### src/gmii_tx_settings.svh
`ifndef GMII_TX_SETTINGS_SVH
`define GMII_TX_SETTINGS_SVH

// slot memory address width, 16384 words
`define SLOT_ADDR_W 14

// header words ahead of each payload
// word 0 is the length, the rest is metadata
`define HDR_WORDS 7

// 0x55 bytes before the SFD
`define PREAMBLE_LEN 7

// idle cycles between frames
`define IFG_CYCLES 12

// largest payload in bytes
`define MAX_FRAME_LEN 1514

`endif
### src/gmii_tx_pkg.sv
package gmii_tx_pkg;

  // controller states
  typedef enum logic [2:0] {
    tx_idle     = 3'd0,
    tx_preamble = 3'd1,
    tx_payload  = 3'd2,
    tx_fcs      = 3'd3,
    tx_gap      = 3'd4
  } tx_state_e;

  // where the next wire byte comes from
  typedef enum logic [2:0] {
    src_none     = 3'd0,
    src_preamble = 3'd1,
    src_sfd      = 3'd2,
    src_pay_hi   = 3'd3,
    src_pay_lo   = 3'd4,
    src_fcs      = 3'd5
  } byte_src_e;

  // one slot word, read as payload bytes or as the length header
  typedef union packed {
    struct packed {
      logic [7:0] byte_hi;
      logic [7:0] byte_lo;
    } pay;
    struct packed {
      logic [4:0]  rsvd;
      logic [10:0] frame_len;
    } hdr;
  } slot_word_u;

endpackage

### src/tx_frame_ctrl.sv
`timescale 1ns/10ps
`include "gmii_tx_settings.svh"

module tx_frame_ctrl (
  input  logic                    gmii_tx_clk,
  input  logic                    sys_rst,
  input  logic [`SLOT_ADDR_W-1:0] commit_ptr,
  input  logic [15:0]             rd_data,
  output logic [`SLOT_ADDR_W-1:0] rd_addr,
  output gmii_tx_pkg::byte_src_e  byte_src,
  output logic                    word_load,
  output logic                    crc_init,
  output logic                    crc_en,
  output logic [1:0]              fcs_idx
);

  gmii_tx_pkg::tx_state_e  state;
  gmii_tx_pkg::slot_word_u hdr_word;
  logic [10:0]             cnt;
  logic [10:0]             frame_len;
  logic [`SLOT_ADDR_W-1:0] rd_ptr;
  logic                    frame_pending;
  logic                    sfd_cycle;
  logic                    last_pay;
  logic                    rd_adv;

  assign hdr_word      = gmii_tx_pkg::slot_word_u'(rd_data);
  assign rd_addr       = rd_ptr;
  assign frame_pending = (commit_ptr != rd_ptr);
  assign sfd_cycle     = (state == gmii_tx_pkg::tx_preamble) &&
                         (cnt == 11'(`PREAMBLE_LEN));
  assign last_pay      = (cnt == frame_len - 11'd1);

  // first payload word is latched on the SFD cycle,
  // each later one on the low byte of the word before it
  assign word_load = sfd_cycle ||
                     ((state == gmii_tx_pkg::tx_payload) && cnt[0] && !last_pay);

  // read pointer runs one word ahead of the byte mux
  always_comb begin
    rd_adv = word_load;
    if ((state == gmii_tx_pkg::tx_idle) && frame_pending) begin
      rd_adv = 1'b1;
    end
    if ((state == gmii_tx_pkg::tx_preamble) && (cnt < 11'(`HDR_WORDS - 1))) begin
      rd_adv = 1'b1;
    end
  end

  always_ff @(posedge gmii_tx_clk) begin
    if (sys_rst) begin
      state     <= gmii_tx_pkg::tx_idle;
      cnt       <= '0;
      frame_len <= '0;
      rd_ptr    <= '0;
    end else begin
      if (rd_adv) begin
        rd_ptr <= rd_ptr + 1'b1;
      end
      case (state)
        gmii_tx_pkg::tx_idle: begin
          cnt <= '0;
          if (frame_pending) begin
            state <= gmii_tx_pkg::tx_preamble;
          end
        end
        gmii_tx_pkg::tx_preamble: begin
          cnt <= cnt + 11'd1;
          // header word 0 arrives on the first preamble cycle
          if (cnt == 11'd0) begin
            frame_len <= hdr_word.hdr.frame_len;
          end
          if (sfd_cycle) begin
            state <= gmii_tx_pkg::tx_payload;
            cnt   <= '0;
          end
        end
        gmii_tx_pkg::tx_payload: begin
          cnt <= cnt + 11'd1;
          if (last_pay) begin
            state <= gmii_tx_pkg::tx_fcs;
            cnt   <= '0;
          end
        end
        gmii_tx_pkg::tx_fcs: begin
          cnt <= cnt + 11'd1;
          if (cnt == 11'd3) begin
            state <= gmii_tx_pkg::tx_gap;
            cnt   <= '0;
          end
        end
        gmii_tx_pkg::tx_gap: begin
          cnt <= cnt + 11'd1;
          if (cnt == 11'(`IFG_CYCLES - 1)) begin
            state <= gmii_tx_pkg::tx_idle;
            cnt   <= '0;
          end
        end
        default: begin
          state <= gmii_tx_pkg::tx_idle;
        end
      endcase
    end
  end

  // byte source per state
  always_comb begin
    byte_src = gmii_tx_pkg::src_none;
    case (state)
      gmii_tx_pkg::tx_preamble: begin
        if (sfd_cycle) begin
          byte_src = gmii_tx_pkg::src_sfd;
        end else begin
          byte_src = gmii_tx_pkg::src_preamble;
        end
      end
      gmii_tx_pkg::tx_payload: begin
        // high byte on even counts
        if (cnt[0]) begin
          byte_src = gmii_tx_pkg::src_pay_lo;
        end else begin
          byte_src = gmii_tx_pkg::src_pay_hi;
        end
      end
      gmii_tx_pkg::tx_fcs: begin
        byte_src = gmii_tx_pkg::src_fcs;
      end
      default: begin
        byte_src = gmii_tx_pkg::src_none;
      end
    endcase
  end

  assign crc_init = (state == gmii_tx_pkg::tx_preamble);
  assign crc_en   = (state == gmii_tx_pkg::tx_payload);
  assign fcs_idx  = cnt[1:0];

  // length taken from header word 0 must be sendable
  assert property (@(posedge gmii_tx_clk) disable iff (sys_rst)
    ((state == gmii_tx_pkg::tx_preamble) && (cnt == 11'd1)) |->
      ((frame_len != 11'd0) && (frame_len <= 11'(`MAX_FRAME_LEN))))
    else $error("bad frame length %0d", frame_len);

endmodule

### config.mk
export PLATFORM = sky130hd
export DESIGN_NAME = tx_frame_ctrl
export DESIGN_NICKNAME = d
export VERILOG_FILES = /design/src/gmii_tx_pkg.sv /design/src/tx_frame_ctrl.sv
export VERILOG_INCLUDE_DIRS = /design/src
export SDC_FILE = /design/constraint.sdc
export NUM_CORES = 1
export LEC_CHECK = 0
export CORE_ASPECT_RATIO = 1.25
export CORE_UTILIZATION = 50
export DETAILED_ROUTE_END_ITERATION = 8
export DONT_BUFFER_PORTS = 1
export GPL_TIMING_DRIVEN = 0
export SKIP_LAST_GASP = 1
export SLEW_MARGIN = 10
export SYNTH_ARGS = -nofsm -noshare
export SYNTH_HDL_FRONTEND = slang
export SYNTH_SLANG_ARGS = --single-unit
### constraint.sdc
create_clock -name gmii_tx_clk -period 3.21 [get_ports gmii_tx_clk]
set_input_delay 0.321 -clock gmii_tx_clk [delete_from_list [all_inputs] [get_ports gmii_tx_clk]]
set_output_delay 0.321 -clock gmii_tx_clk [all_outputs]
set_load 0.02 [all_outputs]
# Yosys cells after proc, flatten, opt, wreduce, memory -nomap -nowiden

Cells that the tools add are included.

Bitwise logic cells: 0
$add $sub $neg: 3
Divide/modulo/power cells: 0
Magnitude comparators: 1
Eq/ne operators: 14
Shift-type cells: 0
Reductions and logical operators: 12
$mul: 0
Mux-type cells: 16

Operators with widths:

| operator                | count |
|---|---|
| $pmux W11 S5            | 1 |
| $mux W11                | 4 |
| $mux W3                 | 6 |
| $pmux W3 S5             | 1 |
| $add A14 B1 Y14 const B | 1 |
| $ne A14 B14 Y1          | 1 |
| $add A11 B1 Y11 const B | 1 |
| $eq A11 B11 Y1          | 1 |
| $eq A11 B2 Y1 const B   | 1 |
| $eq A11 B3 Y1 const B   | 1 |
| $eq A11 B4 Y1 const B   | 1 |
| $logic_not A11 Y1       | 1 |
| $lt A11 B3 Y1 const B   | 1 |
| $sub A11 B1 Y11 const B | 1 |
| $pmux W3 S3             | 1 |
| $eq A3 B2 Y1 const B    | 2 |
| $ne A2 B2 Y1 const B    | 3 |
| $logic_and A1 B1 Y1     | 5 |
| $reduce_and A5 Y1       | 1 |
| $reduce_bool A5 Y1      | 1 |
| $ne A2 B1 Y1 const B    | 2 |
| $eq A3 B1 Y1 const B    | 1 |
| $eq A3 B3 Y1 const B    | 1 |
| $logic_not A3 Y1        | 1 |
| other kinds (5)         | 6 |

Output and inout bits: 22
Logic and storage cells: 50
Memories: 0
Register bits: 39
Bits in latches: 0
Bits in writable memories: 0
Bits in read-only memories: 0

# Depth between registers and ports, before layout

Word-level depth: 7
Mapped depth: 11
Gate-level depth less buffers: 9

# Worst setup path before layout

No wires, ideal clock.

Kind: reg2reg
Start: register frame_len[0]
End: register rd_ptr[6] (netlist: rd_addr[6])
Required time: 3.087 ns
Arrival time: 2.643 ns
Slack: 0.443 ns
Stages on the path, launching flop included: 8
Period minus slack after synthesis: 2.767 ns
Cells stage by stage: dfxtp_1 -> or4_1 -> or3_4 -> a2111oi_4 -> o2111ai_4 -> nor4_4 -> nor4_2 -> mux2_1

Word-level cells in the longest chain between the ends: 7

Ends and longest elaborated chain:

| what                   | line                | source |
|---|---|---|
| from (decl)            | tx_frame_ctrl.sv:20 | `logic [10:0] frame_len;` |
| from (signal assigned) | tx_frame_ctrl.sv:71 | `frame_len <= hdr_word.hdr.frame_len;` |
| $sub A11 B1 Y11        | tx_frame_ctrl.sv:32 | `assign last_pay = (cnt == frame_len - 11'd1);` |
| $eq A11 B11 Y1         | tx_frame_ctrl.sv:32 |  |
| $logic_not A1 Y1       | tx_frame_ctrl.sv:37 | `((state == gmii_tx_pkg::tx_payload) && cnt[0] && !last_pay);` |
| $logic_and A1 B1 Y1    | tx_frame_ctrl.sv:37 |  |
| $logic_or A1 B1 Y1     | tx_frame_ctrl.sv:36 | `assign word_load = sfd_cycle \|\|` |
| $mux W1                | tx_frame_ctrl.sv:42 | `if ((state == gmii_tx_pkg::tx_idle) && frame_pending) begin` |
| $mux W1                | tx_frame_ctrl.sv:45 | `` if ((state == gmii_tx_pkg::tx_preamble) && (cnt < 11'(`HDR_WORDS - 1))) begin `` |
| to (signal assigned)   | tx_frame_ctrl.sv:58 | `rd_ptr <= rd_ptr + 1'b1;` |
| to (decl)              | tx_frame_ctrl.sv:21 | `` logic [`SLOT_ADDR_W-1:0] rd_ptr; `` |

No other way between the ends.
A chain may end at the register's enable or synchronous reset.

# Final worst setup path

Start: register frame_len[0]
End: output port word_load

Word-level cells in the longest chain between the ends: 5

Ends and longest elaborated chain:

| what                | line                | source |
|---|---|---|
| $sub A11 B1 Y11     | tx_frame_ctrl.sv:32 |  |
| $eq A11 B11 Y1      | tx_frame_ctrl.sv:32 |  |
| $logic_not A1 Y1    | tx_frame_ctrl.sv:37 |  |
| $logic_and A1 B1 Y1 | tx_frame_ctrl.sv:37 |  |
| $logic_or A1 B1 Y1  | tx_frame_ctrl.sv:36 |  |
| to (decl)           | tx_frame_ctrl.sv:11 | `output logic word_load,` |

No other way between the ends.

==> out/qor.yml <==
status: "finished, final reports clean"
finalCritPeriodShare_pct: 96.5
drcViolationCount: 0
slowest_stage: "or4_1"
cts_max_level: 2
finalCriticalPeriod_ns: 3.10
first_global_vias: 2205
cpLargestDelayFamily: "simple AND/OR/NAND/NOR gates"
cts-root-buf: "clkbuf_8"
syn_inst: 307
synth-edff-count: 0
wirelength_mm: 6.35
syn2layout_area_growth_pct: 6.72
avgViaCountPerCell: 6.16
fin_worst_skew_ns: 0.00291
power.leakage_uw: 0.00108
cts_buffers: 5
track_usage_pct: 24.1
synth_seq_area_share_pct: 29.7
setup_viol: 0
synthFlopType: "dfxtp_1"
gr-total-overflow: 0
hold_slack_ns: 0.169
start_util_pct: 51.7
dieHeight_um: 83.0
antenna_found_initial: 0
grt_setup_unrepaired: "false"
dr.pass1.iters: 4
maxCapViolCount: 0
max-clock-path-buffers: 2
finalSetupTns_ns: 0
synth_area_leaders: "dfxtp_1, xor2_1, mux2i_1"
synthTopCellsByCount: "dfxtp_1, nor2_1, a21oi_1, clkbuf_1, xor2_1"
layout_setup_ws_ns: 0.111
synth.avg_cell_area_um2: 8.55
clkTransAtPathRegs_ns: 0.08
synth.largest_area_cell: "dfxtp_1"
cp.arrival_ns: 2.78
crit_chain: "or4_1 -> or3_4 -> a2111oi_4 -> o2111ai_4 -> o311ai_4 -> nand2_1"
post-place-ws_ns: 0.147
hold_viol: 0
crit_fanout: 6
path_buf_inv: 0
postCtsHoldBufs: 0
synth_nets: 343
num_rows: 29
drive_above_1_share_pct: 8.57
ys_async_sr_fraction_pct: 0
dpl_cell_area_mm2: 0.00270
fmax_mhz: 323
relSlewSlack_pct: 39.5
wl_per_cell_um: 16.8
ys_ff_latch: 39
n_antenna_cell: 0
start_kind: "flip-flop"
crit_type: "reg -> out"
fin_util_pct: 55.1
cts_tree: "done"
via_count: 2322
drt_iter0_drc: 72
die_w_um: 66.8
max_stage_delay_ns: 0.55
ant_nets: 0
grt_pass1_wl_mm: 10.3
core_area_mm2: 0.00508
synth_cell_types: 53
yosys.cell_count.top_type: "dfxtp_1"
ir_drop_mv: 0.392
dieArea_mm2: 0.00555
finalNetCount: 351
grt_max_degree: 12
cp.required_ns: 2.89
io_buffers: 0
clock-sinks: 39
cp-end-kind: "output pin"
dp.final_hpwl_mm: 4.71
place.gp.congestion: 0.779
ys_warn_count: 0
worst_slew_pin_slew_ns: 0.904
slew_violations: 0
clk-insertion-delay-late_ns: 0.29
final_area_mm2: 0.00280
pin_count: 54
netlist_area_mm2: 0.00263
yosysTopAreaCellShare_pct: 29.7
p_per_area_mw_per_mm2: 584
hold_class: "in -> reg"
==> placed cells by master, fill, tap and decap left out, drive strengths merged, types with 2 or more instances in the layout <==
| cell | netlist | layout |
|---|---|---|
| nand3 | 10 | 10 |
| nor2 | 27 | 27 |
| nand2b | 12 | 12 |
| and4 | 2 | 2 |
| buf | 4 | 5 |
| nor2b | 3 | 3 |
| mux2 | 3 | 3 |
| a21oi | 20 | 20 |
| clkbuf | 18 | 24 |
| nor3b | 2 | 2 |
| a21o | 8 | 8 |
| inv | 7 | 7 |
| xnor2 | 11 | 11 |
| o41ai | 3 | 3 |
| nor4 | 9 | 9 |
| o21ai | 5 | 5 |
| nand2 | 17 | 17 |
| and3 | 8 | 8 |
| nor3 | 7 | 7 |
| dfxtp | 39 | 39 |
| or4 | 10 | 10 |
| a22o | 3 | 3 |
| ha | 4 | 4 |
| a221oi | 7 | 7 |
| xor2 | 18 | 18 |
| o311a | 2 | 2 |
| a2111o | 3 | 3 |
| or2 | 2 | 2 |
| mux2i | 11 | 11 |
| a31oi | 4 | 4 |
| nand4 | 4 | 4 |
| o31ai | 10 | 10 |
==> sequential cells by signal, indices dropped and copies added (netlist names) <==
| name | flops |
|---|---|
| rd_addr | 14 |
| frame_len | 11 |
| state | 3 |
| cnt | 11 |
==> cells by family after synthesis <==
group / Yosys count / synth area share (%)
and+or+nand+nor: 117 / 25.0
AOI/OAI and AO/OA: 75 / 23.5
DFF: 39 / 29.7
xor gates and xnor gates: 29 / 9.68
buffers and inverters: 29 / 4.72
muxes: 14 / 5.48
adders and majority gates: 4 / 1.91
==> per-stage QoR <==
stage	cells	total power, uW
global route	377	1750
CTS	377	1650
detailed placement	369	1300
global placement	369	1290
finish	377	1640
floorplan	307	1170
==> worst paths after layout <==
path	from	cells after the start	slack, ns	to
worst min register to register	frame_len[10]	2	0.52	frame_len[10]
worst max-delay path	frame_len[0]	6	0.11	word_load
worst min-delay path	rd_data[10]	2	0.17	frame_len[10]
worst max register to register	frame_len[0]	7	0.12	rd_addr[6]
==> per-layer routing <==
layer / up-vias / wire length [um] / GRT usage, %
li1: 1151 / - / -
met1: 1090 / 2630 / 26.8
met2: 68 / 3270 / 43.0
met3: 13 / 316 / 5.49
met4: 0 / 135 / 9.09
met5: - / 0 / 0
==> power breakdown <==
part           internal, uW  switching [uW]
sequential              534            80.7
clock                   169             175
combinational           245             434
==> cell type report <==
type | instances | area (um^2)
buffer | 22 | 97.6
timing repair buffer | 1 | 7.51
sequential | 39 | 781
multi-input combinational | 239 | 1720
inverter | 7 | 26.3
tap | 62 | 77.6
fill | 498 | 2280
clock inverter | 1 | 5.00
clock buffer | 6 | 82.6
==> what timing repair did <==
item / 4_1_cts / 5_1_grt
setup endpoints to repair: 1 / 8
pin swaps: 1 / 0
setup buffers: 1 / 0
resized for setup: 0 / 1
Power figures use the tool's default switching activity.
