--- config.mk ---
export PLATFORM = sky130hd
export DESIGN_NAME = tx_fcs_gen
export DESIGN_NICKNAME = d
export VERILOG_FILES = /design/src/gmii_tx_settings.svh /design/src/tx_fcs_gen.sv
export SDC_FILE = /design/constraint.sdc
export NUM_CORES = 1
export LEC_CHECK = 0
export BUFFER_PORTS_ARGS = -buffer_cell sky130_fd_sc_hd__clkbuf_2
export CAP_MARGIN = 15
export CORE_ASPECT_RATIO = 1.75
export CORE_MARGIN = 1.5
export CORE_UTILIZATION = 50
export DETAILED_ROUTE_END_ITERATION = 10
export PLACE_DENSITY = 0.69
export SLEW_MARGIN = 40
export SYNTH_ARGS = -nofsm -noshare
export SYNTH_HDL_FRONTEND = slang
export SYNTH_SLANG_ARGS = --single-unit
--- constraint.sdc ---
create_clock -name gmii_tx_clk -period 3.9 [get_ports gmii_tx_clk]
set_input_delay 0.195 -clock gmii_tx_clk [delete_from_list [all_inputs] [get_ports gmii_tx_clk]]
set_output_delay 0.195 -clock gmii_tx_clk [all_outputs]
set_load 0.01 [all_outputs]
--- src/gmii_tx_settings.svh ---
`ifndef GMII_TX_SETTINGS_SVH
`define GMII_TX_SETTINGS_SVH

// slot memory address width, 16384 words
`define SLOT_ADDR_W 14

// header words ahead of each payload
// word 0 is the length, the rest is metadata
`define HDR_WORDS 7

// 0x55 bytes before the SFD
`define PREAMBLE_LEN 7

// idle cycles between frames
`define IFG_CYCLES 12

// largest payload in bytes
`define MAX_FRAME_LEN 1514

`endif
--- src/tx_fcs_gen.sv ---
`timescale 1ns/10ps

module tx_fcs_gen (
  input  logic       gmii_tx_clk,
  input  logic       sys_rst,
  input  logic       crc_init,
  input  logic       crc_en,
  input  logic [7:0] next_byte,
  input  logic [1:0] fcs_idx,
  output logic [7:0] fcs_byte
);

  logic [31:0] crc;
  logic [31:0] crc_inv;

  // reflected crc-32 over one byte lsb first
  function automatic logic [31:0] crc32_byte(input logic [31:0] c, input logic [7:0] d);
    logic [31:0] r;
    r = c;
    for (int i = 0; i < 8; i++) begin
      if (r[0] ^ d[i]) begin
        r = (r >> 1) ^ 32'hEDB8_8320;
      end else begin
        r = r >> 1;
      end
    end
    return r;
  endfunction

  always_ff @(posedge gmii_tx_clk) begin
    if (sys_rst) begin
      crc <= '1;
    end else if (crc_init) begin
      crc <= '1;
    end else if (crc_en) begin
      crc <= crc32_byte(crc, next_byte);
    end
  end

  // final complement with the lowest byte out first
  assign crc_inv  = ~crc;
  assign fcs_byte = crc_inv[{fcs_idx, 3'b000} +: 8];

endmodule

# Word-level counts from Yosys, hierarchy flattened

Cells that the tools add are included.

Shift-type cells: 1
Multiplexer cells: 29
Bitwise operators: 17
Reduce and logical (&&, ||, !) cells: 1

Operators by type and width:

| cell            | count |
|---|---|
| $mux 32         | 29 |
| $not 13->14     | 8 |
| $not 32->32     | 1 |
| $shiftx 32x6->8 | 1 |
| $xor 1x1->1     | 8 |
| $reduce_or 2->1 | 1 |

Bits in registers: 32
Input bits: 14
Output and inout bits: 8

# Longest topological paths before layout

Gate-level depths: netlist of the first run.

Depth after elaboration: 37
Mapped depth: 5
Depth with buffers taken out: 5

# Least setup slack after synthesis of the first run

OpenSTA, ideal clock, no wires.

Path type: flip-flop to flip-flop
Start: reg crc[5]
End: reg crc[19]
Arrival: 1.649 ns
Data required time: 3.826 ns
Setup slack: 2.177 ns
Stages on the path, launching flop included: 5
Clock period less this slack: 1.723 ns
Cell sequence: dfxtp_1 > xor2_2 > xnor3_1 > xnor3_1 > o21ai_0

Cells in the longest elaborated chain, start to end: 32

Ends and longest elaborated chain:

| item                   | RTL line         | source |
|---|---|---|
| from (decl)            | tx_fcs_gen.sv:13 | `logic [31:0] crc;` |
| from (signal assigned) | tx_fcs_gen.sv:36 | `crc <= crc32_byte(crc, next_byte);` |
| $mux 32 (*)            | tx_fcs_gen.sv:21 | `if (r[0] ^ d[i]) begin` |
| $mux 32 (*)            | tx_fcs_gen.sv:35 | `end else if (crc_en) begin` |
| $mux 32 (*)            | tx_fcs_gen.sv:33 | `end else if (crc_init) begin` |
| $mux 32 (*)            | tx_fcs_gen.sv:31 | `if (sys_rst) begin` |
| $mux 32 (*)            | tx_fcs_gen.sv:21 |  |
| $mux 32 (*)            | tx_fcs_gen.sv:35 |  |
| $mux 32 (*)            | tx_fcs_gen.sv:33 |  |
| $mux 32 (*)            | tx_fcs_gen.sv:31 |  |
| (+16 left out)         | n/a              |  |
| $mux 32 (*)            | tx_fcs_gen.sv:31 |  |
| $not 13->14 (no line)  | n/a              |  |
| $mux 32 (*)            | tx_fcs_gen.sv:21 |  |
| $mux 32 (*)            | tx_fcs_gen.sv:35 |  |
| $mux 32 (*)            | tx_fcs_gen.sv:33 |  |
| $mux 32 (*)            | tx_fcs_gen.sv:31 |  |
| $not 13->14 (no line)  | n/a              |  |
| $mux 32 (*)            | tx_fcs_gen.sv:21 |  |

Mark *: on every way between the ends. The rest lies on a longest branch, timed or not. The select of a mux whose other input is x is not followed.
A chain may end at the register's enable or synchronous reset.

# Final worst setup path of the first run

Same ends and word-level chain as after synthesis.

==> flow_summary_export.csv, run 1 <==
group,metric,value,unit
drt,ant_nets,0,
drt,viasPerCell,5.31,
synthesis,yosysUniqueCellTypes,29,
global_route,grt_use_met3,4.68,%
sta,setup_viol,0,
hold_path,hold_path.class,"in2reg",
clock_network,htree_num_levels,2,
global_route,grt_busiest_layer,"met2",
global_route,grt_pass1_vias,1523,
floorplan,die_x,52.2,um
sta,maxSlewHeadroom,57.0,%
clock_network,clk_pin_slew_worst_paths,0.07,ns
global_route,antenna_found_initial,0,
cells_and_area,final_common_cell,"xnor2_1",
place,port-buffer-count,21,
place,gp_congestion,0.832,
floorplan,coreArea,4110,sq um
cells_and_area,largest_reg_flops,32,
power,power.share.clock,26.8,%
sta,hold_violations,0,
global_route,grt_pass1_wl,7.58,mm
setup_path,critPathArrivalTime,2.28,ns
setup_path,max_stage_delay,0.59,ns
drt,drc,0,
drt,drtIter0Drc,40,
setup_path,cp_common_cell,"xnor3_1",
cells_and_area,layout-drive-gt1-share,21.0,%
sta,max_freq,482,MHz
global_route,met1_usage,25.8,%
power,power_frac_seq,33.1,%
place,place_ws,1.84,ns
synthesis,synth_area,2110,sq um
drt,firstDrtPassIters,4,
clock_network,cts_inserted_buffers,5,
place,post-place-cells,279,
place,hpwl,3.43,mm
global_route,use_met2,39.9,%
cells_and_area,num_antenna_cells,0,
power,power_leakage,0.946,nW
synthesis,postSynthNetCount,232,
setup_path,required,4.10,ns
sta,min_period,2.07,ns
flow_run,maxCapViolCount,0,
floorplan,io_pins,22,
setup_path,slowest_stage,"xnor3_1",
synthesis,yosysSeqAreaShare,30.3,%
clock_network,post_cts_buffers,0,
power,p_per_area,502,nW/um^2
clock_network,max-clock-path-buffers,2,
drt,wl,4.65,mm
synthesis,ys.flop_type,"dfxtp_1",
floorplan,rows,31,
power,ir_drop,0.320,mV
setup_path,cp-end-kind,"register",
cells_and_area,fin_area,2350,sq um
clock_network,cts.hold.buffers_added,0,
floorplan,dieArea,4640,sq um
cells_and_area,area_growth,11.2,%
sta,finalMaxSlewViolations,0,
cells_and_area,fin_nets,251,
cells_and_area,largest-register,"crc",
power,intPower,0.789,mW
power,combinationalPowerShare,40.1,%
sta,finClkSkew,0.00587,ns
setup_path,worstPathCellList,"xor2_2 -> xnor3_1 -> xnor3_1 -> o21ai_0",
synthesis,synth_area_per_cell,9.70,sq um
drt,wire_per_inst,16.2,um
sta,rsz0062_at_grt,"no",
power,p_sw,0.390,mW
synthesis,synth_seq_cells,32,
clock_network,cts_tree,"yes",
sta,tightest_slew,0.644,ns
synthesis,synth_enable_flop_cells,0,
cells_and_area,final_cells,287,
global_route,grt-ovfl-total,0,
clock_network,cts.sinks,32,
clock_network,cts-resized-gates,0,
drt,num_vias,1524,
sta,fin_ws,1.83,ns
floorplan,die_height,89.0,um
cells_and_area,final_cell_mix,"45 x xnor2_1, 32 x dfxtp_1, 27 x nor2_1",
synthesis,ys_warn_count,0,
setup_path,start_kind,"register",
cells_and_area,top_regs,"crc x32",
place,place_area,2240,sq um
power,swShare,33.1,%
sta,totalNegativeSetupSlack,0,ns
global_route,grt_max_degree,30,
synthesis,synth_cells,218,
setup_path,critical_path_class,"reg2reg",
sta,post-route-period-util,53.2,%
run_status,status,"finished, final reports clean",
synthesis,async_reset_ff_share,0,%
clock_network,root_buffer,"clkbuf_8",
global_route,grt.total_usage,22.9,%
floorplan,start_util,51.4,%
power,total_power,1.18,mW
setup_path,worst-path-max-fanout,5,
clock_network,clk_latency,0.29,ns
==> cell type report <==
cell class,instances,area [sq um]
Sequential cell,32,641
Timing Repair Buffer,23,120
Multi-Input combinational cell,166,1390
Inverter,9,33.8
Clock inverter,2,35.0
Clock buffer,6,72.6
Fill cell,387,1760
Tap cell,49,61.3
==> critical path: cells and delay by family (launching register included) <==
family,cells,cell delay [ns]
flops,1,0.43
compound gates,1,0.16
xor+xnor,3,1.39
==> synth_stat cells (all sizes together), types with 2 or more instances <==
cell type	n	area share [%]
xnor3	3	3.3
nor2	27	4.8
o211ai	2	0.71
dfxtp	32	30
nor3	6	1.4
o21ai	23	5.4
xor2	15	7.3
xnor2	52	26
inv	9	1.6
clkbuf	8	1.6
a21oi	11	2.6
nand2	13	2.3
buf	2	0.41
mux4	8	8.7
==> power by group through the flow <==
stage / combinational, mW / clock, mW / sequential (mW)
4_1_cts: 0.477 / 0.320 / 0.390
5_1_grt: 0.522 / 0.333 / 0.393
3_3_place_gp: 0.472 / 0 / 0.396
2_1_floorplan: 0.392 / 0 / 0.387
6_report: 0.474 / 0.316 / 0.391
3_5_place_dp: 0.472 / 0 / 0.397
==> stage by stage <==
stage / utilization [%] / hold slack, ns
after floorplan: - / 0.422
after CTS: 57.2 / 0.322
after global routing: 57.2 / 0.333
final: 57.2 / 0.322
after detailed placement: 54.6 / 0.514
after global placement: 54.6 / 0.501
==> kinds of logic (layout without fill, tap and decap cells) <==
kind of cell              after synthesis  after routing  share of synthesized area [%]
xor gates and xnor gates               71             71                           37.9
and+or+nand+nor                        49             49                           9.41
AOI/OAI and AO/OA                      38             38                           9.70
DFF                                    32             32                           30.3
buffers and inverters                  20             40                           4.02
muxes                                   8              8                           8.70
==> routing by layer <==
| metal | up-vias | wire length (um) |
|---|---|---|
| li1 | 759 | - |
| met1 | 726 | 1820 |
| met2 | 29 | 2500 |
| met3 | 10 | 147 |
| met4 | 0 | 186 |
| met5 | - | 0 |
==> path summary, 6_finish.rpt <==
check	start	endpoint	depth (start not counted)	slack, ns
setup / recovery	crc[5]	crc[19]	4	1.83
hold / removal	sys_rst	crc[31]	4	0.32
setup reg to reg	crc[5]	crc[19]	4	1.83
hold reg to reg	crc[30]	crc[30]	2	0.53
(Power assumes the default switching activity.)
==> run 2: changes to the inputs <==
--- a/config.mk
+++ b/config.mk
@@ -11,7 +11,7 @@
 export CORE_MARGIN = 1.5
 export CORE_UTILIZATION = 50
 export DETAILED_ROUTE_END_ITERATION = 10
-export PLACE_DENSITY = 0.69
+export PLACE_DENSITY = 0.72
 export SLEW_MARGIN = 40
 export SYNTH_ARGS = -nofsm -noshare
 export SYNTH_HDL_FRONTEND = slang
==> constraint.sdc (replaced) <==
create_clock -name gmii_tx_clk -period 1.9 [get_ports gmii_tx_clk]
set_input_delay 0.095 -clock gmii_tx_clk [delete_from_list [all_inputs] [get_ports gmii_tx_clk]]
set_output_delay 0.095 -clock gmii_tx_clk [all_outputs]
set_load 0.01 [all_outputs]
==> run 2 against run 1 <==
Compared with the run above:
- clock skew rose by 0.010 ns
- routed wire length rose by 1.4%
- via count rose by 4.5%
- cell count rose by 4.2%
- critical path depth rose by 1
- worst setup slack got worse by 1.7 ns
- non-clock buffer count rose by 12
- global-route usage fell by 0.14 points
- hold slack got worse by 0.087 ns
- die area did not move
- sequential cell count did not move
- critical path type unchanged
- largest cell class unchanged
- largest power group unchanged
==> flow_summary_export.csv, run 2 (synthesis gave the netlist of run 1 again) <==
group,metric,value,unit
setup_path,path_buf_inv,0,
drt,drc,0,
run_status,status,"finished, final reports clean",
place,gp_congestion,0.829,
drt,drtIter0Drc,48,
drt,viasPerCell,5.32,
sta,min_period,1.79,ns
setup_path,worst-path-max-fanout,6,
setup_path,slowest_stage,"xnor3_2",
clock_network,clk_pin_slew_worst_paths,0.07,ns
clock_network,max-clock-path-buffers,2,
clock_network,cts_tree,"yes",
sta,totalNegativeSetupSlack,0,ns
setup_path,cp_top_family,"XOR/XNOR gates",
floorplan,die_x,52.2,um
drt,wl,4.72,mm
cells_and_area,final_common_cell,"xnor2_1",
clock_network,htree_num_levels,2,
power,power_leakage,1.01,nW
global_route,grt_max_degree,29,
floorplan,rows,31,
setup_path,critPathArrivalTime,1.92,ns
flow_run,maxCapViolCount,0,
drt,firstDrtPassIters,4,
hold_path,min_from,"sys_rst",
cells_and_area,largest_reg_flops,32,
cells_and_area,final_cells,299,
place,hpwl,3.45,mm
sta,max_freq,560,MHz
global_route,grt_pass1_vias,1570,
power,ir_drop,0.683,mV
setup_path,start_kind,"register",
sta,post-route-period-util,94.0,%
global_route,grt-ovfl-total,0,
cells_and_area,fillers,380,
sta,maxSlewHeadroom,59.5,%
setup_path,max_stage_delay,0.51,ns
setup_path,cp-startpoint,"crc[7]",
cells_and_area,top_regs,"crc x32",
cells_and_area,area_growth,15.1,%
setup_path,worstPathCellList,"xnor2_2 -> xnor2_4 -> xnor3_2 -> xnor2_1 -> o21ai_0",
floorplan,io_pins,22,
setup_path,cp-end-kind,"register",
sta,tightest_slew,0.607,ns
place,port-buffer-count,21,
floorplan,die_height,89.0,um
power,p_per_area,983,nW/um^2
cells_and_area,final_cell_mix,"44 x xnor2_1, 32 x dfxtp_1, 27 x nor2_1",
sta,finalMaxSlewViolations,0,
clock_network,clk_latency,0.29,ns
setup_path,required,2.04,ns
sta,finClkSkew,0.0162,ns
setup_path,critical_path_class,"reg2reg",
clock_network,cts_inserted_buffers,5,
sta,rsz0062_at_grt,"no",
global_route,grt.total_usage,22.8,%
drt,num_vias,1592,
cells_and_area,fin_nets,263,
place,post-place-cells,291,
floorplan,coreArea,4110,sq um
clock_network,root_buffer,"clkbuf_8",
cells_and_area,num_antenna_cells,0,
clock_network,cts.sinks,32,
drt,ant_nets,0,
cells_and_area,largest-register,"crc",
sta,setup_viol,0,
drt,wire_per_inst,15.8,um
hold_path,hold_path.class,"in2reg",
floorplan,start_util,51.4,%
sta,hold_violations,0,
floorplan,dieArea,4640,sq um
global_route,antenna_found_initial,0,
global_route,grt_pass1_wl,7.56,mm
setup_path,timing.rr.start,"crc[7]",
setup_path,rrSetupSlack,0.11,ns
cells_and_area,layout-drive-gt1-share,25.6,%
run 2: worst reg2reg max path, delay by kind of cell (launching register included):
family / cells / cell delay (ns)
flops: 1 / 0.34
xor+xnor: 4 / 1.19
compound gates: 1 / 0.10
run 2: final cells by class:
type	count	area, sq um	area share (%)
Clock buffer	6	82.6	3.39
Clock inverter	2	10.0	0.411
Inverter	9	33.8	1.39
Multi-Input combinational cell	166	1400	57.3
Sequential cell	32	641	26.3
Tap cell	49	61.3	2.52
Timing Repair Buffer	35	210	8.63
run 2: power breakdown:
group / internal (mW) / leakage (nW) / switching, mW
logic: 0.558 / 0.692 / 0.488
clock network: 0.289 / 0.0510 / 0.260
registers: 0.732 / 0.262 / 0.0658
run 2: timing repair:
action                     CTS  global route
resized for setup            0             1
hold buffers                 0             0
setup buffers                0             0
setup endpoints to repair    0             1
run 2: path summary, 6_finish.rpt:
path                  end  cells past startpoint
setup reg to reg  crc[20]                      5
hold / removal    crc[31]                      4
setup / recovery  crc[20]                      5
hold reg to reg   crc[30]                      2
run 2: through the flow:
step | power, mW | cell area (sq um) | hold slack [ns] | utilization [%] | setup slack, ns
after CTS | 2.40 | 2430 | 0.227 | 59.0 | 0.0879
final | 2.39 | 2430 | 0.235 | 59.2 | 0.114
after floorplan | 1.60 | 2110 | 0.322 | - | 0.177
after global placement | 1.84 | 2330 | 0.494 | 56.8 | 0.162
after global routing | 2.52 | 2430 | 0.247 | 59.2 | 0.00769
after detailed placement | 1.85 | 2330 | 0.508 | 56.8 | 0.122
run 2: per-layer routing:
layer / vias to the layer above / GRT usage (%) / wire (um)
met5: - / 0 / 0
met4: 0 / 9.09 / 101
met3: 8 / 4.35 / 212
met2: 46 / 41.5 / 2530
met1: 759 / 25.5 / 1880
li1: 779 / - / -
