File: config.mk
export PLATFORM = sky130hd
export DESIGN_NAME = tx_byte_mux
export DESIGN_NICKNAME = d
export VERILOG_FILES = /design/src/gmii_tx_settings.svh /design/src/gmii_tx_pkg.sv /design/src/tx_byte_mux.sv
export SDC_FILE = /design/constraint.sdc
export NUM_CORES = 1
export LEC_CHECK = 0
export BUFFER_PORTS_ARGS = -buffer_cell sky130_fd_sc_hd__clkbuf_2
export CORE_ASPECT_RATIO = 0.9
export CORE_MARGIN = 5
export CORE_UTILIZATION = 42
export CTS_BUF_LIST = sky130_fd_sc_hd__clkbuf_2
export DETAILED_ROUTE_END_ITERATION = 10
export PLACE_DENSITY = 0.77
export SETUP_SLACK_MARGIN = 0.3
export SYNTH_ARGS = -nofsm -noshare
export SYNTH_HDL_FRONTEND = slang
export SYNTH_SLANG_ARGS = --single-unit
File: constraint.sdc
create_clock -name gmii_tx_clk -period 0.9 [get_ports gmii_tx_clk]
set_input_delay 0.09 -clock gmii_tx_clk [delete_from_list [all_inputs] [get_ports gmii_tx_clk]]
set_output_delay 0.09 -clock gmii_tx_clk [all_outputs]
set_load 0.02 [all_outputs]
File: src/gmii_tx_settings.svh
`ifndef GMII_TX_SETTINGS_SVH
`define GMII_TX_SETTINGS_SVH

// slot memory address width, 16384 words
`define SLOT_ADDR_W 14

// header words ahead of each payload
// word 0 is the length, the rest is metadata
`define HDR_WORDS 7

// 0x55 bytes before the SFD
`define PREAMBLE_LEN 7

// idle cycles between frames
`define IFG_CYCLES 12

// largest payload in bytes
`define MAX_FRAME_LEN 1514

`endif
File: src/gmii_tx_pkg.sv
package gmii_tx_pkg;

  // controller states
  typedef enum logic [2:0] {
    tx_idle     = 3'd0,
    tx_preamble = 3'd1,
    tx_payload  = 3'd2,
    tx_fcs      = 3'd3,
    tx_gap      = 3'd4
  } tx_state_e;

  // where the next wire byte comes from
  typedef enum logic [2:0] {
    src_none     = 3'd0,
    src_preamble = 3'd1,
    src_sfd      = 3'd2,
    src_pay_hi   = 3'd3,
    src_pay_lo   = 3'd4,
    src_fcs      = 3'd5
  } byte_src_e;

  // one slot word, read as payload bytes or as the length header
  typedef union packed {
    struct packed {
      logic [7:0] byte_hi;
      logic [7:0] byte_lo;
    } pay;
    struct packed {
      logic [4:0]  rsvd;
      logic [10:0] frame_len;
    } hdr;
  } slot_word_u;

endpackage

File: src/tx_byte_mux.sv
`timescale 1ns/10ps

module tx_byte_mux (
  input  logic                   gmii_tx_clk,
  input  logic                   sys_rst,
  input  gmii_tx_pkg::byte_src_e byte_src,
  input  logic                   word_load,
  input  logic [15:0]            rd_data,
  input  logic [7:0]             fcs_byte,
  output logic [7:0]             next_byte,
  output logic [7:0]             gmii_txd,
  output logic                   gmii_tx_en
);

  gmii_tx_pkg::slot_word_u cur_word;

  // current payload word, held across its two bytes
  always_ff @(posedge gmii_tx_clk) begin
    if (word_load) begin
      cur_word <= gmii_tx_pkg::slot_word_u'(rd_data);
    end
  end

  always_comb begin
    case (byte_src)
      gmii_tx_pkg::src_preamble: next_byte = 8'h55;
      gmii_tx_pkg::src_sfd:      next_byte = 8'hD5;
      gmii_tx_pkg::src_pay_hi:   next_byte = cur_word.pay.byte_hi;
      gmii_tx_pkg::src_pay_lo:   next_byte = cur_word.pay.byte_lo;
      gmii_tx_pkg::src_fcs:      next_byte = fcs_byte;
      default:                   next_byte = 8'h00;
    endcase
  end

  // output register, one cycle behind byte_src
  always_ff @(posedge gmii_tx_clk) begin
    if (sys_rst) begin
      gmii_txd   <= 8'h00;
      gmii_tx_en <= 1'b0;
    end else begin
      gmii_txd   <= next_byte;
      gmii_tx_en <= (byte_src != gmii_tx_pkg::src_none);
    end
  end

endmodule

Yosys cells after proc, flatten, opt, wreduce, memory -nomap -nowiden
Cells that the tools add are included.

Eq/ne operators: 5. Multiplexer cells: 1. Reduce and logical (&&, ||, !) cells: 1.

Operators by type and width (number): $pmux W8 S5 (1); $eq A3 B2 Y1 const B (2); $eq A3 B3 Y1 const B (2); $eq A3 B1 Y1 const B (1); $reduce_bool A3 Y1 (1).

Register bits: 25. Bits of input ports: 30. Output and inout port bits: 17. Word-level logic and storage cells: 10.

Longest topological paths before layout
Gate-level depths: netlist (run 1).

Word-level depth: 2. Depth in mapped cells: 5. Gate-level depth less buffers: 3.

Worst setup path after synthesis (run 1)
OpenSTA, ideal clock, no wires.

Path type: input to output. Start point: in byte_src[1]. End point: out next_byte[0]. Data arrival time: 1.009 ns. Data required time: 0.810 ns. Setup slack: -0.199 ns. Stages on the path: 4. Path buffers: 1. Cells stage by stage: buf_2 -> inv_2 -> o22ai_1 -> a211oi_1.

Longest elaborated chain between the ends: 2. Elaborated cells on any way between the ends: 6. Those cells by class: eq/ne (5); mux (1).

Ends and longest elaborated chain: start, declared (line tx_byte_mux.sv:6) `input gmii_tx_pkg::byte_src_e byte_src,`; $eq A3 B3 Y1 (tied with other cells) (line tx_byte_mux.sv:25) `case (byte_src)`; $pmux W8 S5 * (line tx_byte_mux.sv:25); end, declared (line tx_byte_mux.sv:10) `output logic [7:0] next_byte,`.

Every way passes the cells marked *; elsewhere a longest branch is shown, timed or not.

Worst setup path in the final report (run 1)
Start point: reg cur_word[2] (netlist bit). End point: out next_byte[2].

Longest elaborated chain between the ends: 1.

Ends and longest elaborated chain: start, declared (line tx_byte_mux.sv:15) `gmii_tx_pkg::slot_word_u cur_word;`; start signal, assigned (line tx_byte_mux.sv:20) `cur_word <= gmii_tx_pkg::slot_word_u'(rd_data);`; $pmux W8 S5 (line tx_byte_mux.sv:25).

No other way between the ends.

==> flow_summary.yaml, run 1 <==
grt:
  grt_pass1_wl_mm: 5.66
  grt_max_degree: 17
  grt-busiest-layer: "met2"
  grtUsageMet1: 0.253
  grt_use_total: 0.227
  grt_pass1_vias: 1111
  antenna_found_initial: 1
  gr-total-overflow: 0
  grtUsageMet3: 0.0650
  met2_usage: 0.400
die:
  pin_count: 47
  start_util: 0.444
  fp.dieArea_um2: 3400
  die_y_um: 55.8
  design.core.area_um2: 2200
  num_rows: 16
  die_w_um: 60.9
routing:
  detail_route.first_pass.iterations: 6
  vias_per_cell: 6.08
  wirelength_mm: 4.94
  drt_iter0_drc: 72
  postRouteAntennaNets: 0
  drcViolationCount: 0
  post_drt_wl_per_cell_um: 26.0
  via_count: 1156
logic_synthesis:
  synth-xor-area-share: 0
  synth_fa_ha_area_frac: 0
  synth.area.top_cells: "edfxtp_1 (49%), dfxtp_1 (18%), nand3_1 (6.6%)"
  netlist.area_leader.share: 0.491
  netlist_area_um2: 978
  synthCells: 74
  synth_top_family_by_area: "compound AO/OA/AOI/OAI gates"
  yosys.area_share.simple: 0.102
  syn_nets: 104
  yosys_warnings: 0
  synth_seq_cells: 25
  synth_area_leader_cell: "edfxtp_1"
  muxShareOfSynthArea: 0
  ys_seq_area_frac: 0.675
  synth_area_per_cell_um2: 13.2
  synth_compound_area_frac: 0.184
  synth_cell_types: 18
final_layout:
  multiInputGateArea_um2: 591
  seqCellArea_um2: 672
  nNetsFinal: 193
  area_growth_syn_to_layout_pct: 115
  drive_above_1_share: 0.759
  fillCellCount: 48
  stdcell_count: 190
run_status:
  outcome: "finished, violations left"
  violations: "negative setup slack"
sta:
  period_share: 1.76
  clock_skew_ns: 0.0204
  grt_setup_unrepaired: "yes"
  period_minus_slack_ns: 1.59
  setup_slack_ns: -0.686
  setup_tns_ns: -6.53
  slew_violations: 0
  setup_violations: 24
  finalHoldViolCount: 0
  tightest_slew_ns: 0.423
  fmax_mhz: 631
  slew_headroom: 0.718
clocking:
  clock_latency_ns: 0.37
  ctsHoldBuffers: 16
  h-tree-depth: 1
  cts_inserted_buffers: 3
  path_clk_slew_ns: 0.25
  clockBufferDepth: 2
  cts_root_buf: "clkbuf_2"
  cts.sinks: 25
  cts_tree: "done"
power:
  leakage_nw: 0.836
  totalPowerFinal_w: 0.00266
  peakVddDrop_v: 0.00148
  power.density_nw_per_um2: 1260
critical_path:
  cp-start-kind: "register"
  reg2reg_to: "gmii_txd[5]$_SDFF_PP0_"
  setup.worst_path.start: "cur_word[2]$_DFFE_PP_"
  worstRegToRegCells: 6
  cp-end-kind: "output pin"
  timing.rr.start: "cur_word[13]$_DFFE_PP_"
  required_ns: 0.81
  cp_max_fo: 2
  rrSetupSlack_ns: -0.37
  crit_type: "reg -> out"
  critical_path_arrival_ns: 1.50
placed_design:
  globalplace.congestion: 0.805
  io_buffer_count: 46
  dp_hpwl_mm: 1.97
  dp.cells: 156
min_path:
  holdCritPathClass: "in -> reg"
  hold_end: "gmii_txd[5]$_SDFF_PP0_"
  min_from: "fcs_byte[5]"
  worstHoldPathCells: 3
flow_run:
  cap_viol_max_count: 0
## cell families after synthesis
group                  count (synthesis)
AO/OA/AOI/OAI                         22
buffers and inverters                  8
flip-flops                            25
AND/OR/NAND/NOR                       19
## flip-flops by register name, summed over array words and instances (netlist names)
register	cells
gmii_tx_en	1
cur_word	16
gmii_txd	8
## cells in the final DEF, fill, tap and decap left out
cell type	instances
clkbuf_2	32
buf_4	21
edfxtp_1	16
dlygate4sd3_1	16
buf_8	12
buf_6	11
dfxtp_2	9
nand3_4	8
a211oi_4	8
nand3_2	5
o22ai_2	4
a2111oi_2	4
a31oi_4	3
nor2b_1	2
nand4_1	2
diode_2	1
inv_1	1
inv_2	1
inv_6	1
nor2_4	1
nor2_1	1
o21ai_2	1
a31oi_2	1
a21oi_1	1
clkinvlp_4	1
## repair_timing
item | in CTS | in global routing
pin swaps | 11 | 15
hold endpoints to repair | 17 | 1
endpoints found under the setup margin | 25 | 25
buffers inserted | 8 | 5
cloned | 0 | 0
resized for setup | 39 | 34
## synth_stat cells (all sizes together)
| cell type | n |
|---|---|
| edfxtp | 16 |
| nand3 | 13 |
| dfxtp | 9 |
| a211oi | 8 |
| a2111oi | 4 |
| a31oi | 4 |
| buf | 4 |
| o22ai | 4 |
| inv | 3 |
| nand4 | 2 |
| nor2 | 2 |
| nor2b | 2 |
| a21oi | 1 |
| clkbuf | 1 |
| o21ai | 1 |
## power by group
part	internal, W	total, W	switching, W
Sequential	0.00132	0.00138	0.0000604
Clock	0.000103	0.000458	0.000355
Combinational	0.000406	0.000823	0.000417
## critical path, cell delays in order (launching register included)
cell and delay, ns:
edfxtp_1 0.52, a211oi_4 0.37, a211oi_4 0.09, buf_6 0.15
## worst max path at each step
stage | to | cells past startpoint
global route | next_byte[2] | 3
finish | next_byte[2] | 3
CTS | next_byte[6] | 3
floorplan | gmii_txd[0]$_SDFF_PP0_ | 2
detailed placement | next_byte[1] | 5
global placement | next_byte[4] | 3
## final cells by class
class                   instances  area share
flip-flops and latches         25       0.319
multi-input cells              41       0.281
well taps                      27      0.0161
clock inverters                 1     0.00357
repair buffers                 89       0.364
clock buffers                   3     0.00713
inverters                       3     0.00773
diodes                          1     0.00119
## layer usage
metal  part of all wire  up-vias
li1                   -      466
met1               0.34      539
met2               0.48      110
met3               0.10       41
met4              0.078        0
met5                  0        -
## stage by stage
step	util	area, µm²	setup slack (ns)	hold slack, ns
final	0.956	2100	-0.686	0.0313
after global routing	0.956	2100	-0.742	0.0250
after CTS	0.890	1960	-0.581	-0.00638
after detailed placement	0.715	1580	-0.179	0.269
after global placement	0.715	1580	-0.145	0.266
after floorplan	-	1280	0.0384	0.189
(Power assumes the default switching activity.)
==> inputs of run 2 (changes only) <==
- MAX_ROUTING_LAYER: default -> met4
==> run 2 against run 1 <==
Net effect: the run still ends with negative setup slack left; sequential cell count unchanged; final cell count stayed put; first-iteration DRC count decreased by 13%; via count down 1.7%; combinational power barely moved; worst hold slack worse by 0.0016 ns; critical path depth unchanged; total power increased by 0.17%; die area is the same; routed wire length is 0.93% higher; critical path type unchanged; highest routed layer unchanged.
==> flow_summary.yaml, run 2 (same netlist as run 1, synthesis figures left out) <==
run_status:
  outcome: "finished, violations left"
  violations: "negative setup slack"
die:
  start_util: 0.444
  design.core.area_um2: 2200
  pin_count: 47
  fp.dieArea_um2: 3400
  die_y_um: 55.8
  die_w_um: 60.9
  num_rows: 16
sta:
  clock_skew_ns: 0.0245
  fmax_mhz: 623
  setup_tns_ns: -6.66
  slew_headroom: 0.716
  tightest_slew_ns: 0.426
  finalHoldViolCount: 0
  setup_slack_ns: -0.706
  period_minus_slack_ns: 1.61
  slew_violations: 0
  setup_violations: 24
  period_share: 1.78
  grt_setup_unrepaired: "yes"
final_layout:
  fillCellCount: 48
  drive_above_1_share: 0.759
  area_growth_syn_to_layout_pct: 115
  seqCellArea_um2: 672
  layout_common_cells: "clkbuf_2 (32), buf_4 (21), edfxtp_1 (16), dlygate4sd3_1 (16), buf_8 (12)"
  multiInputGateArea_um2: 591
  largest_reg_flops: 16
  layout_commonest_cell: "clkbuf_2"
  nNetsFinal: 193
  largest-register: "cur_word"
  top_regs: "cur_word (16), gmii_txd (8), gmii_tx_en (1)"
  fin_util: 0.956
min_path:
  hold_end: "gmii_txd[5]$_SDFF_PP0_"
  holdCritPathClass: "in -> reg"
  worstHoldPathCells: 3
  min_from: "fcs_byte[5]"
power:
  pwr-share-comb: 0.309
  seq_power_share: 0.518
  switchingPower_w: 0.000836
  clkPwrFrac: 0.174
  power.density_nw_per_um2: 1270
  sw_frac_of_total: 0.314
  peakVddDrop_v: 0.00149
  leakage_nw: 0.836
  p_int_w: 0.00183
placed_design:
  dp_hpwl_mm: 1.97
  globalplace.congestion: 0.817
  io_buffer_count: 46
  pre_cts_slack_ns: -0.179
routing:
  postRouteAntennaNets: 0
  drt_iter0_drc: 63
  via_count: 1136
  post_drt_wl_per_cell_um: 26.3
  wirelength_mm: 4.99
  vias_per_cell: 5.98
  drcViolationCount: 0
  detail_route.first_pass.iterations: 4
clocking:
  cts.sinks: 25
  clock_latency_ns: 0.37
  h-tree-depth: 1
  cts_inserted_buffers: 3
  cts_tree: "done"
  clockBufferDepth: 2
  ctsHoldBuffers: 16
  cts_root_buf: "clkbuf_2"
  path_clk_slew_ns: 0.26
critical_path:
  critical_path_arrival_ns: 1.52
  worstRegToRegCells: 6
  cp-end-kind: "output pin"
  required_ns: 0.81
  reg2reg_to: "gmii_txd[5]$_SDFF_PP0_"
  cp-start-kind: "register"
  rrSetupSlack_ns: -0.36
  timing.rr.start: "cur_word[13]$_DFFE_PP_"
  crit_type: "reg -> out"
  cp_max_fo: 2
grt:
  grt_use_total: 0.233
  grt_max_degree: 17
  antenna_found_initial: 1
  gr-total-overflow: 0
  grt_pass1_wl_mm: 5.63
  grt_pass1_vias: 1112
flow_run:
  cap_viol_max_count: 0
-- run 2: cell counts in the layout (fill, tap and decap cells not counted) --
No cell type changed its count.
-- run 2: layout make-up --
| type | count | share of cell area |
|---|---|---|
| well taps | 27 | 0.0161 |
| clock inverters | 1 | 0.00357 |
| repair buffers | 89 | 0.364 |
| inverters | 3 | 0.00773 |
| multi-input cells | 41 | 0.281 |
| clock buffers | 3 | 0.00713 |
| flip-flops and latches | 25 | 0.319 |
| diodes | 1 | 0.00119 |
-- run 2: worst max-delay path by stage --
stage               slack, ns  cells after the start                  start                      to
floorplan                0.04                      2  cur_word[0]$_DFFE_PP_  gmii_txd[0]$_SDFF_PP0_
global placement        -0.15                      3  cur_word[4]$_DFFE_PP_            next_byte[4]
detailed placement      -0.18                      5            byte_src[1]            next_byte[1]
CTS                     -0.58                      3  cur_word[6]$_DFFE_PP_            next_byte[6]
global route            -0.74                      3  cur_word[2]$_DFFE_PP_            next_byte[2]
finish                  -0.71                      3  cur_word[2]$_DFFE_PP_            next_byte[2]
-- run 2: what timing repair did --
action                                  CTS  global route
hold endpoints to repair                 17             1
endpoints found under the setup margin   25            25
pin swaps                                11            15
resized for setup                        39            34
setup buffers                             8             5
-- run 2: critical path, cell delays in order (launching register included) --
cell and delay [ns]:
edfxtp_1 0.52, a211oi_4 0.38, a211oi_4 0.09, buf_6 0.15
-- run 2: stage by stage --
| step | power [W] | hold slack [ns] | area (µm²) | std cells |
|---|---|---|---|---|
| floorplan | 0.00171 | 0.189 | 1280 | 74 |
| global placement | 0.00190 | 0.266 | 1580 | 156 |
| detailed placement | 0.00191 | 0.269 | 1580 | 156 |
| CTS | 0.00247 | -0.00638 | 1960 | 184 |
| global route | 0.00274 | 0.0250 | 2100 | 190 |
| finish | 0.00266 | 0.0297 | 2100 | 190 |
-- run 2: metal layers --
metal	vias up	global-route usage	part of all wire
li1	465	-	-
met1	526	0.250	0.35
met2	110	0.402	0.49
met3	35	0.0650	0.093
met4	0	0.0805	0.073
met5	-	-	0
-- run 2: power groups by stage --
stage               Combinational (W)  Clock (W)  Sequential [W]
floorplan                    0.000312          0         0.00140
global placement             0.000528          0         0.00137
detailed placement           0.000538          0         0.00138
CTS                          0.000669   0.000440         0.00136
global route                 0.000853   0.000506         0.00139
finish                       0.000822   0.000463         0.00138
